--- src/source/noc_buffer_pkg.sv ---
`default_nettype none

// shared widths and default sizes for the router input buffer
package noc_buffer_pkg;

    // flit control field, two bits with header above tail
    localparam int flit_ctrl_w = 2;

    // bit positions inside the control field
    localparam int hdr_bit  = 1;
    localparam int tail_bit = 0;

    // incoming flit layout, msb first:
    //   control bits | vc one-hot | payload
    // the stored word drops the vc one-hot field

    // number of virtual channels sharing one memory
    localparam int def_num_vc = 4;

    // flit slots per vc, power of two only
    localparam int def_vc_depth = 4;

    localparam int def_payload_w = 32; // data bits per flit

    // the memory holds num_vc slices of vc_depth words each,
    // addressed as {vc index, slot pointer}

endpackage

`default_nettype wire

--- src/source/vc_ptr_ctrl.sv ---
`timescale 1ns/1ns
`default_nettype none

// per-vc pointers and depth counters for the shared flit memory
// each vc owns one slice of vc_depth slots, the slice number is the
// upper part of the memory address and the vc pointer the lower part
module vc_ptr_ctrl #(
    parameter int num_vc   = noc_buffer_pkg::def_num_vc,
    parameter int vc_depth = noc_buffer_pkg::def_vc_depth,
    localparam int addr_w  = $clog2(num_vc * vc_depth)
) (
    input  logic              clk,
    input  logic              reset,
    input  logic [num_vc-1:0] wr,           // per-vc write strobes
    input  logic [num_vc-1:0] rd,           // per-vc read strobes
    input  logic [num_vc-1:0] wr_vc,        // one-hot, addressing only
    input  logic [num_vc-1:0] rd_vc,        // one-hot, addressing only
    output logic [addr_w-1:0] wr_addr,
    output logic [addr_w-1:0] rd_addr,
    output logic [num_vc-1:0] vc_not_empty
);

    localparam int ptr_w   = $clog2(vc_depth);
    localparam int idx_w   = addr_w - ptr_w;
    localparam int depth_w = $clog2(vc_depth + 1); // must hold vc_depth itself

    logic [ptr_w-1:0]   wr_ptr [num_vc];
    logic [ptr_w-1:0]   rd_ptr [num_vc];
    logic [depth_w-1:0] depth  [num_vc];

    logic [ptr_w-1:0] wr_ptr_sel;
    logic [ptr_w-1:0] rd_ptr_sel;
    logic [idx_w-1:0] wr_idx;
    logic [idx_w-1:0] rd_idx;

    // slice math relies on the slot count being a power of two
    if (vc_depth != (2 ** ptr_w)) begin : g_depth_check
        $error("vc_ptr_ctrl: vc_depth must be a power of two");
    end

    // one-hot select to binary vc index
    // an all-zero select gives index 0, the address is then unused
    function automatic logic [idx_w-1:0] onehot_to_idx(input logic [num_vc-1:0] sel);
        logic [idx_w-1:0] idx;
        idx = '0;
        for (int i = 0; i < num_vc; i++) begin
            if (sel[i]) begin
                idx |= idx_w'(i);
            end
        end
        return idx;
    endfunction

    assign wr_idx = onehot_to_idx(wr_vc);
    assign rd_idx = onehot_to_idx(rd_vc);

    // pick the pointer of the selected vc
    always_comb begin
        wr_ptr_sel = '0;
        rd_ptr_sel = '0;
        for (int i = 0; i < num_vc; i++) begin
            if (wr_vc[i]) begin
                wr_ptr_sel |= wr_ptr[i];
            end
            if (rd_vc[i]) begin
                rd_ptr_sel |= rd_ptr[i];
            end
        end
    end

    assign wr_addr = {wr_idx, wr_ptr_sel};
    assign rd_addr = {rd_idx, rd_ptr_sel};

    for (genvar v = 0; v < num_vc; v++) begin : g_vc

        // pointers wrap on their own at vc_depth
        always_ff @(posedge clk or posedge reset) begin
            if (reset) begin
                wr_ptr[v] <= '0;
                rd_ptr[v] <= '0;
            end else begin
                if (wr[v]) begin
                    wr_ptr[v] <= wr_ptr[v] + ptr_w'(1);
                end
                if (rd[v]) begin
                    rd_ptr[v] <= rd_ptr[v] + ptr_w'(1);
                end
            end
        end

        // read and write together leave the depth alone
        always_ff @(posedge clk or posedge reset) begin
            if (reset) begin
                depth[v] <= '0;
            end else if (wr[v] && !rd[v]) begin
                depth[v] <= depth[v] + depth_w'(1);
            end else if (rd[v] && !wr[v]) begin
                depth[v] <= depth[v] - depth_w'(1);
            end
        end

        assign vc_not_empty[v] = (depth[v] != '0); // goes back to the allocators

    end

endmodule

`default_nettype wire

--- src/source/flit_ram.sv ---
`timescale 1ns/1ns
`default_nettype none

// shared flit storage for all vcs
// one write port, one read port with an output register
module flit_ram #(
    parameter int addr_w = 4,
    parameter int data_w = noc_buffer_pkg::flit_ctrl_w + noc_buffer_pkg::def_payload_w
) (
    input  logic              clk,
    input  logic              reset,     // clears the read register only
    input  logic              wr_en,
    input  logic [addr_w-1:0] wr_addr,
    input  logic [data_w-1:0] wr_data,
    input  logic              rd_en,
    input  logic [addr_w-1:0] rd_addr,
    output logic [data_w-1:0] rd_data
);

    localparam int words = 2 ** addr_w;

    logic [data_w-1:0] mem [words];
    logic [data_w-1:0] rd_q;

    always_ff @(posedge clk) begin
        if (wr_en) begin
            mem[wr_addr] <= wr_data;
        end
    end

    // same-address read and write returns the old word, no bypass
    always_ff @(posedge clk or posedge reset) begin
        if (reset) begin
            rd_q <= '0;
        end else if (rd_en) begin
            rd_q <= mem[rd_addr];
        end
    end

    // holds the last read word until the next read
    assign rd_data = rd_q;

endmodule

`default_nettype wire

--- src/source/flit_buffer.sv ---
`timescale 1ns/1ns
`default_nettype none

// router input-port buffer
// all vcs share one flit memory, each vc has a fixed slice of it
module flit_buffer #(
    parameter int num_vc    = noc_buffer_pkg::def_num_vc,
    parameter int vc_depth  = noc_buffer_pkg::def_vc_depth,
    parameter int payload_w = noc_buffer_pkg::def_payload_w
) (
    input  logic                                                  clk,
    input  logic                                                  reset,
    input  logic [noc_buffer_pkg::flit_ctrl_w+num_vc+payload_w-1:0] din,
    input  logic                                                  wr_en,
    input  logic [num_vc-1:0]                                     vc_num_wr,
    input  logic                                                  rd_en,
    input  logic [num_vc-1:0]                                     vc_num_rd,
    output logic [noc_buffer_pkg::flit_ctrl_w+payload_w-1:0]      dout,
    output logic [num_vc-1:0]                                     vc_not_empty
);

    import noc_buffer_pkg::*;

    localparam int flit_w = flit_ctrl_w + num_vc + payload_w;
    localparam int addr_w = $clog2(num_vc * vc_depth);
    localparam int data_w = flit_ctrl_w + payload_w; // vc field not stored

    logic [num_vc-1:0] wr;
    logic [num_vc-1:0] rd;
    logic [addr_w-1:0] wr_addr;
    logic [addr_w-1:0] rd_addr;
    logic [data_w-1:0] ram_din;
    logic [data_w-1:0] ram_dout;

    // keep header/tail and payload, drop the vc one-hot in between
    assign ram_din = {din[flit_w-1 -: flit_ctrl_w], din[payload_w-1:0]};

    // enables turn the one-hot selects into per-vc strobes
    assign wr = {num_vc{wr_en}} & vc_num_wr;
    assign rd = {num_vc{rd_en}} & vc_num_rd;

    vc_ptr_ctrl #(
        .num_vc   (num_vc),
        .vc_depth (vc_depth)
    ) u_vc_ptr_ctrl (
        .clk          (clk),
        .reset        (reset),
        .wr           (wr),
        .rd           (rd),
        .wr_vc        (vc_num_wr),
        .rd_vc        (vc_num_rd),
        .wr_addr      (wr_addr),
        .rd_addr      (rd_addr),
        .vc_not_empty (vc_not_empty)
    );

    // port enables follow the strobes, so a stray enable
    // with an empty select does nothing
    flit_ram #(
        .addr_w (addr_w),
        .data_w (data_w)
    ) u_flit_ram (
        .clk     (clk),
        .reset   (reset),
        .wr_en   (|wr),
        .wr_addr (wr_addr),
        .wr_data (ram_din),
        .rd_en   (|rd),
        .rd_addr (rd_addr),
        .rd_data (ram_dout)
    );

    assign dout = ram_dout; // registered in the memory, one cycle after rd_en

endmodule

`default_nettype wire

--- config.mk ---
export PLATFORM = sky130hd
export DESIGN_NAME = flit_buffer
export DESIGN_NICKNAME = d
export VERILOG_FILES = /design/src/source/noc_buffer_pkg.sv /design/src/source/vc_ptr_ctrl.sv /design/src/source/flit_ram.sv /design/src/source/flit_buffer.sv
export SDC_FILE = /design/constraint.sdc
export NUM_CORES = 1
export LEC_CHECK = 0
export BUFFER_PORTS_ARGS = -buffer_cell sky130_fd_sc_hd__buf_2
export CAP_MARGIN = 20
export CELL_PAD_IN_SITES_DETAIL_PLACEMENT = 0
export CELL_PAD_IN_SITES_GLOBAL_PLACEMENT = 1
export CORE_UTILIZATION = 55
export CTS_CLUSTER_SIZE = 24
export DETAILED_ROUTE_END_ITERATION = 16
export PLACE_DENSITY_LB_ADDON = 0.12
export SYNTH_ARGS = -nofsm -noshare
export SYNTH_HDL_FRONTEND = slang
export SYNTH_HIERARCHICAL = 1
export SYNTH_SLANG_ARGS = --single-unit
--- constraint.sdc ---
create_clock -name clk -period 4.1 [get_ports clk]
set_clock_uncertainty 0.05 [all_clocks]
set_input_delay 0.41 -clock clk [delete_from_list [all_inputs] [get_ports clk]]
set_output_delay 0.41 -clock clk [all_outputs]
set_load 0.01 [all_outputs]
# Word-level counts from Yosys, hierarchy flattened
# Memories as Yosys holds them, arrays and structs flattened. A register that Yosys moved wholly into a read port is not among the register bits.
# Cells that the tools add are included.
# totals
regBits	28
wordCells	87
input_bits	50
n_memories	1
ram_bits	544
out_inout_bits	38
# classes
bitwise_logic	8
reduce_logical	26
mux	24
n_addsub	16
# memory_table
memory	words	width	rd	rd_clocked_by_memory_dff	write_ports	line_no	rtl
u_flit_ram.mem	16	34	1	1	1	flit_ram.sv:22	logic [data_w-1:0] mem [words];
# op_table
operator	n
$mux W2	12
$mux W3	8
$add A2 B1 Y2 const B	8
$add A3 B1 Y3 const B	4
$or A2 B2 Y2	6
$reduce_bool A3 Y1	4
$sub A3 B1 Y3 const B	4
$and A4 B4 Y4	2
$logic_and A1 B1 Y1	8
$logic_not A1 Y1	8
$reduce_bool A2 Y1	4
$reduce_or A4 Y1	2
$mux W1	4

# Logic depth before layout (Yosys ltp)
# depth
word_depth	7
mapped_depth	8

# Hierarchy
# Netlist, hierarchy kept.
# modules_own_cells
module	area_each_um2	instances	cells_each	seq_area_each_um2
flit_ram	22217.6	1	931	17186.5
vc_ptr_ctrl	1325.0	1	109	700.7
flit_buffer	75.1	1	10	0.0

# Worst setup path before layout
# Ideal clock, no wire load.
# synth_path
kind	input port to flip-flop
from	input vc_num_wr[1]
to	memory u_flit_ram/mem[0][0] (netlist bit) (enable)
setup_ns	0.467
setup_slack_ns	0.007
path_stages	3
required_ns	3.583
path_buffers	0
arrival_ns	3.576
cell_sequence	or2_2 or3b_2 nor3_1
# synth_via
elab_chain_len	5
# synth_rtl
element	line_no	rtl
start: declaration	flit_buffer.sv:15	input logic [num_vc-1:0] vc_num_wr,
$mux W2	vc_ptr_ctrl.sv:62	if (wr_vc[i]) begin
$or A2 B2 Y2	vc_ptr_ctrl.sv:63	wr_ptr_sel |= wr_ptr[i];
$mux W2	vc_ptr_ctrl.sv:62	
$or A2 B2 Y2	vc_ptr_ctrl.sv:63	
$mux W2	vc_ptr_ctrl.sv:62	
end: declaration	flit_ram.sv:22	
# Several ways; a longest one is shown, not always the timed one.

# Worst setup path in the final report
# layout_path
from	register u_vc_ptr_ctrl/rd_ptr[0] (netlist bit)
to	register u_flit_ram.rd_q[15] (netlist: u_flit_ram/rd_data[15]), read port of u_flit_ram.mem
# layout_via
elab_chain_len	2
# layout_rtl
element	line_no	rtl
start: declaration	vc_ptr_ctrl.sv:28	logic [ptr_w-1:0] rd_ptr [num_vc];
start signal: indexed assignment	vc_ptr_ctrl.sv:86	rd_ptr[v] <= rd_ptr[v] + ptr_w'(1);
$or A2 B2 Y2	vc_ptr_ctrl.sv:66	rd_ptr_sel |= rd_ptr[i];
$mux W2	vc_ptr_ctrl.sv:65	if (rd_vc[i]) begin
net rd_addr[0]	flit_buffer.sv:31	logic [addr_w-1:0] rd_addr;
end: declaration	flit_ram.sv:23	logic [data_w-1:0] rd_q;
# The timed path passes the listed nets, and every way through them passes these cells.
# A chain may end at the register's enable or synchronous reset.

==> flow_metrics.tcl <==
set metrics [dict create \
    crit_end "u_flit_ram/rd_data[15]" \
    cts_buffer_depth 3 \
    seq_area_frac_synth 0.757 \
    hold_class "input port to flip-flop" \
    num_vias 10900 \
    synth_largest_area_cell "edfxtp_1" \
    crit_type "flip-flop to flip-flop" \
    synth_edf_count 544 \
    cp.required_ns 4.50 \
    fmax_ghz 0.380 \
    rsz0062_at_grt "false" \
    finalMaxSlewViolations 0 \
    total_power_mw 15.5 \
    post_cts_resized 0 \
    antenna_found_initial 3 \
    power_density_nw_per_um2 585 \
    end_kind "flip-flop" \
    syn_inst 1050 \
    crit_arrival_ns 3.03 \
    hold_path_startpoint "din[7]" \
    routedWlPerCell_um 27.2 \
    ir_worst_vdd_v 0.000471 \
    setup_viol 0 \
    syn-num-nets 1108 \
    yosysMostFrequentCell "edfxtp_1" \
    reg2reg_slack_ns 1.47 \
    synth.top_cell.area_share 0.692 \
    synth_common_cells "544 x edfxtp_1, 121 x mux4_2, 62 x dfrtp_1" \
    syn_to_final_growth_pct 12.5 \
    cts_tree "done" \
    nets 1238 \
    grt_start_max_net_pins 45 \
    ys_warn_count 6 \
    grt_pass1_wl_um 72600 \
    worst_slew_pin_slew_ns 0.865 \
    synthArstFlopShare 0.102 \
    firstDrtPassIters 5 \
    cts_htree_levels 2 \
    routed_wl_um 48100 \
    crit_path_start "u_vc_ptr_ctrl/rd_ptr[0]" \
    portBuffers 83 \
    core_um2 42100 \
    grt.total_usage 0.230 \
    die_h_um 209 \
    cts_buffers 61 \
    ios 88 \
    ys_types 36 \
    cap_violations 0 \
    finalHoldViolations 0 \
    r2r_cells 6 \
    holdWs_ns 0.114 \
    antenna_cells 0 \
    core.rowCount 75 \
    timing.slew.headroom 0.423 \
    tns_ns 0 \
    via_per_inst 6.14 \
    post-route-drc-count 0 \
    routabilityCongestion 0.714 \
    overflow 0 \
    outcome "finished, final reports clean" \
    chipWidth_um 209 \
    syn_avg_cell_area_um2 22.5 \
    dp_hpwl_um 24600 \
    fin_crit_sh 0.642 \
    dieArea_um2 43800 \
    netlist_area_um2 23600 \
    reg2reg_to "u_flit_ram/rd_data[15]" \
    dr.first_iter.drc_count 855 \
    synthFlopType "edfxtp_1" \
    grt_pass1_vias 11500 \
    ant_nets 0 \
    drive_above_1_share 0.324 \
    cts.clk_slew.worst_paths_ns 0.06 \
    initial_core_util 0.561 \
    cp-start-kind "flip-flop" \
    leakage_nw 8.95 \
    cts_root_buf "clkbuf_16" \
    synth-seq-cells 606 \
    synth_area_leaders "edfxtp_1 69%, mux4_2 12%, dfrtp_1 6.6%, a221oi_2 2.2%, mux4_1 1.7%" \
    cts_sinks 606 \
    r2r-start "u_vc_ptr_ctrl/rd_ptr[0]" \
    min_period_ns 2.63 \
    clk_latency_ns 0.62 \
    crit_fanout 32 \
]
## cell usage in the layout, fill, tap and decap left out, types with 9 or more instances in the layout
| cell | count |
|---|---|
| clkinv_1 | 9 |
| buf_2 | 83 |
| mux4_2 | 121 |
| xor2_1 | 16 |
| nor2_1 | 38 |
| edfxtp_1 | 544 |
| buf_4 | 29 |
| inv_1 | 9 |
| clkbuf_16 | 61 |
| nor2_4 | 12 |
| clkbuf_1 | 22 |
| a221oi_2 | 34 |
| dfrtp_1 | 62 |
| xnor2_1 | 12 |
| clkinv_2 | 9 |
| nand2_1 | 12 |
| mux2i_1 | 34 |
| o22ai_1 | 27 |
| mux4_1 | 15 |
## metrics by stage
step                       util  setup WS, ns  instance area, um2  instances
after detailed placement  0.586          1.23               24700       1655
after floorplan               -       0.00659               23600       1050
final                     0.631          1.47               26600       1771
after global routing      0.631          1.29               26600       1771
after CTS                 0.631          1.40               26600       1771
after global placement    0.585          1.28               24600       1654
## report_power, final
| group | switching [mW] | leakage, nW | internal [mW] |
|---|---|---|---|
| clock | 2.21 | 0.917 | 2.95 |
| sequential | 0.291 | 5.61 | 7.33 |
| combinational | 1.53 | 2.42 | 1.23 |
## sequential cells by signal, summed over array words and instances, names as in the netlist
| name | flops |
|---|---|
| u_flit_ram/mem | 544 |
| u_flit_ram/rd_data | 34 |
| u_vc_ptr_ctrl/depth | 12 |
| u_vc_ptr_ctrl/rd_ptr | 8 |
| u_vc_ptr_ctrl/wr_ptr | 8 |
## layer usage
metal / wire length, um / part of all wire / global-route usage / up-vias
li1: - / - / - / 4663
met1: 20300 / 0.42 / 0.316 / 5834
met2: 24000 / 0.50 / 0.386 / 294
met3: 2800 / 0.058 / 0.0422 / 77
met4: 914 / 0.019 / 0.0565 / 6
met5: 35 / 0.00073 / 0 / -
## worst min path at each step
stage / to / slack [ns] / depth (start not counted)
floorplan: u_vc_ptr_ctrl/depth[11] / 0.38 / 1
global placement: u_vc_ptr_ctrl/depth[11] / 0.40 / 1
detailed placement: u_vc_ptr_ctrl/depth[8] / 0.40 / 1
CTS: u_flit_ram/mem[6][0] / 0.08 / 1
global route: u_flit_ram/mem[4][1] / 0.10 / 1
finish: u_flit_ram/mem[8][7] / 0.11 / 1
## logic make-up after synthesis
logic type               synth area share
flip-flops                          0.757
AND/OR/NAND/NOR                    0.0177
multiplexers                        0.148
adder cells (fa/ha/maj)           0.00551
buffers and inverters              0.0246
XOR/XNOR                           0.0104
AO/OA/AOI/OAI                      0.0360
## final cells by class
| cell class | count | area (um2) |
|---|---|---|
| Clock inverter | 24 | 165 |
| Multi-Input combinational cell | 380 | 5280 |
| Fill cell | 2895 | 15600 |
| Tap cell | 539 | 674 |
| Clock buffer | 91 | 1720 |
| Timing Repair Buffer | 121 | 811 |
| Sequential cell | 606 | 17900 |
| Inverter | 10 | 37.5 |
## worst max-delay path, cell delays in order, from the launching register on
cell and delay (ns):
dfrtp_1 0.38, a22oi_1 0.12, nand2_4 0.54, buf_4 0.42
mux4_1 0.59, o22ai_1 0.24, a221oi_2 0.10
## repair_timing
item / CTS / global route
endpoints found under the hold margin: 45 / 0
hold buffers: 1 / 0
setup buffers: 0 / 0
(Power assumes the default switching activity.)
